File: src/source/bus_pkg.sv
package bus_pkg;

    // ------------------------------
    // Bus widths
    // ------------------------------
    localparam int ADDR_W   = 16;
    localparam int DATA_W   = 8;
    localparam int REGION_W = 4;

    typedef logic [ADDR_W-1:0]   addr_t;
    typedef logic [DATA_W-1:0]   data_t;
    typedef logic [REGION_W-1:0] region_t;

    // Single-cycle request from the master
    typedef struct packed {
        logic  stb;
        logic  we;
        addr_t adr;
        data_t dat;
    } bus_req_t;

    // Response, one cycle after the strobe
    typedef struct packed {
        logic  ack;
        logic  err;
        data_t dat;
    } bus_rsp_t;

    // ------------------------------
    // Address map, 4k per region
    // ------------------------------
    localparam region_t MEM_REGION = region_t'(0);
    localparam region_t PIC_REGION = region_t'(4);

    // Top address bits select the region
    function automatic region_t region_of(addr_t adr);
        return adr[ADDR_W-1 -: REGION_W];
    endfunction

endpackage

File: src/source/irq_pkg.sv
package irq_pkg;

    // One bit per interrupt source
    localparam int IRQ_W = 8;

    typedef logic [IRQ_W-1:0] irq_vec_t;

    // ------------------------------
    // Controller register map
    // ------------------------------

    // Registers are picked by the low address nibble
    localparam int PIC_OFS_W = 4;

    typedef logic [PIC_OFS_W-1:0] pic_ofs_t;

    // Enable mask, written as a whole
    localparam pic_ofs_t PIC_ENABLE_OFS = pic_ofs_t'(0);

    // Pending bits, write 1 to clear
    localparam pic_ofs_t PIC_PENDING_OFS = pic_ofs_t'(1);

endpackage

File: src/source/data_memory.sv
module data_memory
    import bus_pkg::*;
#(
    parameter int DMEM_ADDR_W = 8
) (
    input  logic     wb_clk_i,
    input  logic     rst_i,
    input  bus_req_t req_i,
    output bus_rsp_t rsp_o
);

    localparam int DEPTH = 2 ** DMEM_ADDR_W;

    data_t                  mem_q [DEPTH];
    logic [DMEM_ADDR_W-1:0] mem_idx;
    data_t                  rd_dat_q;
    logic                   ack_q;

    // Low address bits only, so the region aliases modulo the depth
    assign mem_idx = req_i.adr[DMEM_ADDR_W-1:0];

    // ------------------------------
    // Storage and read port
    // ------------------------------
    always_ff @(posedge wb_clk_i) begin
        if (req_i.stb) begin
            if (req_i.we) begin
                mem_q[mem_idx] <= req_i.dat;
                // writes answer with zero data
                rd_dat_q <= '0;
            end else begin
                rd_dat_q <= mem_q[mem_idx];
            end
        end
    end

    // One acknowledge per strobe, next cycle
    always_ff @(posedge wb_clk_i) begin
        if (rst_i) begin
            ack_q <= 1'b0;
        end else begin
            ack_q <= req_i.stb;
        end
    end

    always_comb begin
        rsp_o.ack = ack_q;
        rsp_o.err = 1'b0;
        rsp_o.dat = rd_dat_q;
    end

endmodule

File: src/source/interrupt_controller.sv
module interrupt_controller
    import bus_pkg::*;
    import irq_pkg::*;
(
    input  logic     wb_clk_i,
    input  logic     rst_i,
    input  bus_req_t req_i,
    output bus_rsp_t rsp_o,
    input  irq_vec_t irq_i,
    output logic     int_o
);

    pic_ofs_t reg_ofs;
    logic     wr_stb;
    irq_vec_t enable_q;
    irq_vec_t enable_d;
    irq_vec_t pending_q;
    irq_vec_t pending_d;
    irq_vec_t clr_mask;
    logic     int_q;
    logic     ack_q;
    data_t    rd_dat_q;

    assign reg_ofs = req_i.adr[PIC_OFS_W-1:0];
    assign wr_stb  = req_i.stb & req_i.we;

    // ------------------------------
    // Next register values
    // ------------------------------
    always_comb begin
        enable_d = enable_q;
        clr_mask = '0;
        if (wr_stb && reg_ofs == PIC_ENABLE_OFS) begin
            enable_d = irq_vec_t'(req_i.dat);
        end
        if (wr_stb && reg_ofs == PIC_PENDING_OFS) begin
            clr_mask = irq_vec_t'(req_i.dat);
        end
        // Set after clear, so a live source keeps its bit
        pending_d = (pending_q & ~clr_mask) | irq_i;
    end

    // Control state
    always_ff @(posedge wb_clk_i) begin
        if (rst_i) begin
            enable_q  <= '0;
            pending_q <= '0;
            int_q     <= 1'b0;
            ack_q     <= 1'b0;
        end else begin
            enable_q  <= enable_d;
            pending_q <= pending_d;
            // Taken from the new values, so int_o moves with pending
            int_q     <= |(pending_d & enable_d);
            ack_q     <= req_i.stb;
        end
    end

    // ------------------------------
    // Read data
    // ------------------------------
    always_ff @(posedge wb_clk_i) begin
        if (req_i.stb) begin
            if (req_i.we) begin
                rd_dat_q <= '0;
            end else begin
                case (reg_ofs)
                    PIC_ENABLE_OFS:  rd_dat_q <= data_t'(enable_q);
                    PIC_PENDING_OFS: rd_dat_q <= data_t'(pending_q);
                    default:         rd_dat_q <= '0;
                endcase
            end
        end
    end

    always_comb begin
        rsp_o.ack = ack_q;
        rsp_o.err = 1'b0;
        rsp_o.dat = rd_dat_q;
    end

    assign int_o = int_q;

endmodule

File: src/source/bus_fabric.sv
module bus_fabric
    import bus_pkg::*;
(
    input  logic     wb_clk_i,
    input  logic     rst_i,

    // Master side
    input  bus_req_t req_i,
    output bus_rsp_t rsp_o,

    // Slave side
    output bus_req_t mem_req_o,
    output bus_req_t pic_req_o,
    input  bus_rsp_t mem_rsp_i,
    input  bus_rsp_t pic_rsp_i
);

    region_t region;
    logic    mem_sel;
    logic    pic_sel;
    logic    unmapped;
    logic    err_q;

    // ------------------------------
    // Address decode
    // ------------------------------
    assign region   = region_of(req_i.adr);
    assign mem_sel  = (region == MEM_REGION);
    assign pic_sel  = (region == PIC_REGION);
    assign unmapped = ~mem_sel & ~pic_sel;

    // Both slaves see we, adr and dat
    // only the selected one sees the strobe
    always_comb begin
        mem_req_o     = req_i;
        pic_req_o     = req_i;
        mem_req_o.stb = req_i.stb & mem_sel;
        pic_req_o.stb = req_i.stb & pic_sel;
    end

    // Error answer for requests outside the map
    always_ff @(posedge wb_clk_i) begin
        if (rst_i) begin
            err_q <= 1'b0;
        end else begin
            err_q <= req_i.stb & unmapped;
        end
    end

    // ------------------------------
    // Response merge
    // ------------------------------

    // Each request hit exactly one target a cycle ago, so at most one
    // of the three strobes is high here
    always_comb begin
        rsp_o.ack = mem_rsp_i.ack | pic_rsp_i.ack;
        rsp_o.err = err_q;
        if (mem_rsp_i.ack) begin
            rsp_o.dat = mem_rsp_i.dat;
        end else if (pic_rsp_i.ack) begin
            rsp_o.dat = pic_rsp_i.dat;
        end else begin
            // Idle and error cycles carry no data
            rsp_o.dat = '0;
        end
    end

endmodule

File: src/source/data_bus_system.sv
module data_bus_system
    import bus_pkg::*;
    import irq_pkg::*;
#(
    parameter int DMEM_ADDR_W = 8
) (
    input  logic     wb_clk_i,
    input  logic     rst_i,

    // Data bus master port
    input  bus_req_t req_i,
    output bus_rsp_t rsp_o,

    // Peripheral interrupt lines
    input  irq_vec_t irq_i,
    output logic     int_o
);

    bus_req_t mem_req;
    bus_rsp_t mem_rsp;
    bus_req_t pic_req;
    bus_rsp_t pic_rsp;

    // ------------------------------
    // Decoder and response merge
    // ------------------------------
    bus_fabric u_bus_fabric (
        .wb_clk_i  ( wb_clk_i ),
        .rst_i     ( rst_i    ),
        .req_i     ( req_i    ),
        .rsp_o     ( rsp_o    ),
        .mem_req_o ( mem_req  ),
        .pic_req_o ( pic_req  ),
        .mem_rsp_i ( mem_rsp  ),
        .pic_rsp_i ( pic_rsp  )
    );

    // ------------------------------
    // Data memory, region 0
    // ------------------------------
    data_memory #(
        .DMEM_ADDR_W ( DMEM_ADDR_W )
    ) u_dmem (
        .wb_clk_i ( wb_clk_i ),
        .rst_i    ( rst_i    ),
        .req_i    ( mem_req  ),
        .rsp_o    ( mem_rsp  )
    );

    // ------------------------------
    // Interrupt controller, region 4
    // ------------------------------
    interrupt_controller u_pic (
        .wb_clk_i ( wb_clk_i ),
        .rst_i    ( rst_i    ),
        .req_i    ( pic_req  ),
        .rsp_o    ( pic_rsp  ),
        .irq_i    ( irq_i    ),
        .int_o    ( int_o    )
    );

endmodule

File: config.mk
export PLATFORM = sky130hd
export DESIGN_NAME = data_bus_system
export DESIGN_NICKNAME = d
export VERILOG_FILES = /design/src/source/bus_pkg.sv /design/src/source/irq_pkg.sv /design/src/source/data_memory.sv /design/src/source/interrupt_controller.sv /design/src/source/bus_fabric.sv /design/src/source/data_bus_system.sv
export SDC_FILE = /design/constraint.sdc
export NUM_CORES = 2
export LEC_CHECK = 0
export BUFFER_PORTS_ARGS = -buffer_cell sky130_fd_sc_hd__buf_2
export CELL_PAD_IN_SITES_DETAIL_PLACEMENT = 2
export CELL_PAD_IN_SITES_GLOBAL_PLACEMENT = 2
export CORE_MARGIN = 1
export CORE_UTILIZATION = 40
export CTS_BUF_LIST = sky130_fd_sc_hd__clkbuf_8 sky130_fd_sc_hd__clkbuf_16
export DETAILED_ROUTE_END_ITERATION = 12
export GPL_ROUTABILITY_DRIVEN = 0
export PLACE_DENSITY = 0.66
export SETUP_SLACK_MARGIN = 0.02
export SYNTH_ARGS = -nofsm -noshare
export SYNTH_HDL_FRONTEND = slang
export SYNTH_SLANG_ARGS = --single-unit
File: constraint.sdc
create_clock -name wb_clk_i -period 3.4 [get_ports wb_clk_i]
set_input_delay 0.68 -clock wb_clk_i [delete_from_list [all_inputs] [get_ports wb_clk_i]]
set_output_delay 0.68 -clock wb_clk_i [all_outputs]
set_load 0.01 [all_outputs]
# [Yosys cells after proc, flatten, opt, wreduce, memory -nomap -nowiden]
# Memories as Yosys holds them, arrays and structs flattened. A register that Yosys moved wholly into a read port is not among the register bits.
# Index checks and enable logic that the tools add are counted.
# W data, S select, Z words.
[classes] eq_ne=2 n_mux=8 bitwise_logic=12 n_reduce_logical=5
[op_table] cell="$mux W8" n=4
[op_table] cell="$and A8 B8 Y8" n=2
[op_table] cell="$pmux W8 S2" n=1
[op_table] cell="$logic_not A4 Y1" n=2
[op_table] cell="$not A8 Y8" n=1
[op_table] cell="$or A8 B8 Y8" n=1
[op_table] cell="$reduce_or A8 Y1" n=1
[op_table] cell="$and A1 B1 Y1" n=5
[op_table] cell="$eq A4 B1 Y1 const B" n=1
[op_table] cell="$eq A4 B3 Y1 const B" n=1
[op_table] cell="$mux W1" n=3
[op_table] cell="$logic_and A1 B1 Y1" n=2
[op_table] cell="$not A1 Y1" n=2
[op_table] cell="$or A1 B1 Y1" n=1
[word_totals] regBits=28 ramBits=2048 input_bits=36 out_inout_bits=11 word_cells=35 n_memories=1
[mem_list] memory="u_dmem.mem_q" words=256 word_bits=8 rd=1 rd_clocked_by_memory_dff=1 wr=1 line_no="data_memory.sv:14" source="data_t mem_q [DEPTH];"

# [Longest topological paths before layout]
[logic_depth] word_depth=10 ltp_mapped=12 mapped_depth_nobuf=7

# [Cells and area by module]
# A second synthesis with hierarchy kept.
[hier_totals] cells_unflattened=4100 area_unflattened_um2=82148.8
[by_module_without_submodules] mod="data_memory" instances=1 cells_each=3920 area_per_inst_um2=80369.6
[by_module_without_submodules] mod="interrupt_controller" instances=1 cells_each=109 area_per_inst_um2=1234.9
[by_module_without_submodules] mod="bus_fabric" instances=1 cells_each=71 area_per_inst_um2=544.3

# [Worst setup path after synthesis]
# OpenSTA, ideal clock, no wires.
[synth_timing] path_type="input port to flip-flop" start="in req_i[21] (netlist bit)" end="mem u_dmem.mem_q[228][0] (netlist bit) (enable)" t_arrival_ps=2847 t_required_ps=3030 setup_slack_ps=182 path_stages=8 n_path_buf=1 path_cell_list="nor3_1 > nand2_1 > nor2_1 > nand2_1 > nor3b_1 > nand3_1 > clkbuf_1 > nor2_1"
[synth_lines] element="start: declaration" line_no="data_bus_system.sv:11" source="input bus_req_t req_i,"
[synth_lines] element="end: declaration" line_no="data_memory.sv:14"

==> results.md <==
* Status: finished, final reports clean
* Syn Area/Cell at about 20 um2
* Final std cells w/o fill at 7,643
* Vias post-DR at approximately 45,000
* DRC at 0
* Die Width at approximately 450 um
* Top Layer Used: met5
* Share of post-route cells with drive strength above 1 at a little under 30%
* Post-layout min period at between 3 and 4 ns
* Clock Skews at 0.0355 ns
* Maximum buffer depth of the clock tree at 3
* Final Power at between 50 and 60 mW
* Vias per std cell at between 5 and 6
* Detail Route Antenna Nets at 0
* Final Cycle Share at 91.7%
* Sequential fraction of design power at around 52%
* Setup Fix Bufs, Post-CTS at 0
* Crit start category: input pin
* Commonest non-fill, non-tap cell in the layout: edfxtp_1
* Leading cell types in the layout, fill and taps excluded: edfxtp_1, buf_4, mux4_2
* Clock transition at the registers of the reported paths at 0.06 ns
* DRT Pass-1 Iters at 6
* RSZ-0062 raised after global routing: no
* GRT Util Overall at approximately 26%
* Root Driver: clkbuf_16
* Dominant synthesized flop cell: edfxtp_1
* PD cells at approximately 560 nW/um2
* Worst-Margin Slew at approximately 1.1 ns
* Pint at about 42 mW
* Clk sink count at about 2,100
* Largest family of logic cells by synthesized area: multiplexers
* Number of I/O pins at 47
* Crit path max fanout at 15
* Syn Inst Count at a little over 4,000
* Cts hold-fix bufs at 1
* Post-Synth XOR/XNOR Area at 0%
* Net load switching power at approximately 12 mW
* Register bit total from synthesis at between 2,000 and 2,500
* Grt ovf at 0
* Clock power frac at between 40% and 50%
* Hold crit path type: input pin to register
* Drt total wl at between 200 and 300 mm
* Rows at about 170
* Largest net degree at the start of global routing at between 100 and 150
* Kind of critical path: input pin to register
* EDFF count, synth at 2,064
* CTS tree: built
* Max Cap Viol at 0
* Seq/Total Area, Yosys at between 70% and 80%
* Peak supply drop at between 0.4 and 0.5 mV
* Yosys warning count at 0
* Slew Viols, Final at 0
* Setup TNS at 0 ns
* Slew HR at a little under a quarter
* Final setup fails at 0
* Post-CTS Resized at 0
* Number of global-route vias before repair at just under 50,000
* First-pass GRT wire length at ~380 mm
* Hold Crit Depth at 3
* Worst hold margin at approximately 0.08 ns
* Placeable Area at a little over 200,000 um2
* Syn_nets at 4,118
* Fill count at ~18,000
* Syn Std Cell Area at approximately 81,000 um2
* Area growth from synthesis to layout at 18.7%
* Wire per inst at between 30 and 40 um
* CP Capture Type: register
* WL met1 at approximately 110 mm
* Post-DP HPWL at around 170 mm
* Post-synthesis compound-gate area fraction at between 4 and 5%
* Chip height at 453 um
* Combinational fraction of design power at 5.7%
* Final nets at 4,824
* Register-to-Register Path Depth at 9
* Asr flop ratio synth at 0%
* Placed Instances at around 7,200
* Switching Fraction at between 20% and 30%
* Adder-Cell Fraction of Synth Area at 0%
* Number of buffers added on ports at between 40 and 50
* Mux cell area share after synthesis at 14.0%
* Initial antenna violation count at 10
* Initial core utilization at between 40% and 50%
* CP required at between 3 and 4 ns
* Fmax at approximately 320 MHz
* Met2 Routed Length at ~140 mm
* WL met3 at 13.3 mm
* Yosys cell types at 67
* CP arrival at around 3.7 ns
* Design area at around 97,000 um2
* Die area at roughly 210,000 um2
* Lkg Pwr at 32.0 nW
* Skew-Pair Late Insertion Delay at around 0.88 ns
* Dpl cell area at approximately 90,000 um2
* Starting DRT DRC Count at ~4,600
* Hold Violations, Final at 0
* Simple-Gate Fraction of Synth Area at 3.22%
* CTS Buf Count at between 200 and 250
* H-tree depth at 4
cells by family after synthesis:
logic type	after synthesis
flip-flops	2084
AND/OR/NAND/NOR	577
AO/OA/AOI/OAI	487
multiplexers	672
buffers and inverters	262
through the flow:
stage | setup slack, ns | utilization, %
2_1_floorplan | 0.182 | -
3_3_place_gp | -0.411 | 44.5
3_5_place_dp | -0.483 | 44.5
4_1_cts | 0.344 | 47.8
5_1_grt | 0.265 | 47.8
6_report | 0.282 | 47.8
area by class of cell:
| cell class | instances | area, um2 | area share (%) |
|---|---|---|---|
| clock buffer | 223 | 5520 | 5.72 |
| sequential | 2084 | 62400 | 64.6 |
| timing repair buffer | 747 | 6630 | 6.87 |
| antenna | 2 | 5.00 | 0.00518 |
| tap | 2672 | 3340 | 3.46 |
| inverter | 3 | 11.3 | 0.0117 |
| clock inverter | 176 | 1120 | 1.16 |
| multi-input combinational | 1736 | 17600 | 18.2 |
layer usage:
metal / global-route usage [%] / vias to the layer above
li1: - / 18300
met1: 33.3 / 24600
met2: 45.0 / 1523
met3: 3.41 / 390
met4: 8.24 / 4
met5: 0 / -
Yosys cell counts (8+ instances only):
cell type / instances / area share, %
nand4_1: 10 / 0.077
mux4_2: 372 / 10
o21ai_0: 41 / 0.25
a31oi_1: 21 / 0.16
buf_2: 52 / 0.32
a221oi_1: 10 / 0.11
nor2b_1: 22 / 0.17
a22oi_1: 142 / 1.3
buf_4: 32 / 0.30
buf_6: 29 / 0.40
a22o_1: 33 / 0.35
nand2_1: 95 / 0.44
buf_1: 19 / 0.088
dfxtp_1: 20 / 0.49
edfxtp_1: 2064 / 76
o21bai_1: 8 / 0.074
o2111ai_1: 8 / 0.086
nor4_1: 22 / 0.17
a211oi_1: 28 / 0.26
clkbuf_1: 113 / 0.52
nand3_1: 22 / 0.14
and2_1: 19 / 0.15
nor3_1: 19 / 0.12
nand2b_1: 10 / 0.077
mux2_2: 33 / 0.46
o22ai_1: 57 / 0.44
and3_1: 11 / 0.085
a21oi_1: 77 / 0.47
nor2_1: 314 / 1.4
buf_8: 10 / 0.18
mux2i_1: 267 / 3.3
power by group through the flow:
stage | logic, mW | clock network, mW | registers (mW)
after CTS | 3.11 | 23.1 | 28.2
after global placement | 2.94 | 0 | 28.8
after detailed placement | 3.07 | 0 | 28.8
final | 3.08 | 22.7 | 28.2
after global routing | 3.21 | 23.8 | 28.2
after floorplan | 1.36 | 0 | 28.8
critical path, stage by stage:
cell,delay [ns]
buf_8,0.22
buf_4,0.27
buf_4,0.18
mux2i_1,0.22
o22ai_1,0.15
nor4b_1,0.37
buf_4,0.21
o2111a_1,0.24
a41oi_1,0.08
buf_4,0.19
o31ai_1,0.54
buf_4,0.26
nor4_1,0.06
final timing paths:
path,startpoint,to,slack [ns]
setup / recovery,req_i[8],u_dmem.rd_dat_q[2],0.28
hold / removal,irq_i[3],u_pic.pending_q[3],0.08
setup reg to reg,u_dmem.mem_q[12][2],u_dmem.rd_dat_q[2],0.34
hold reg to reg,u_pic.enable_q[5],u_pic.enable_q[5],0.55
registers in the layout (all words and copies together), names as in the netlist:
register and flops:
u_dmem.ack_q 1, u_pic.rd_dat_q 8, u_bus_fabric.err_q 1, u_pic.int_o 1, u_dmem.rd_dat_q 8, u_pic.enable_q 8
u_pic.ack_q 1, u_dmem.mem_q 2048, u_pic.pending_q 8
(Power assumes the default switching activity.)
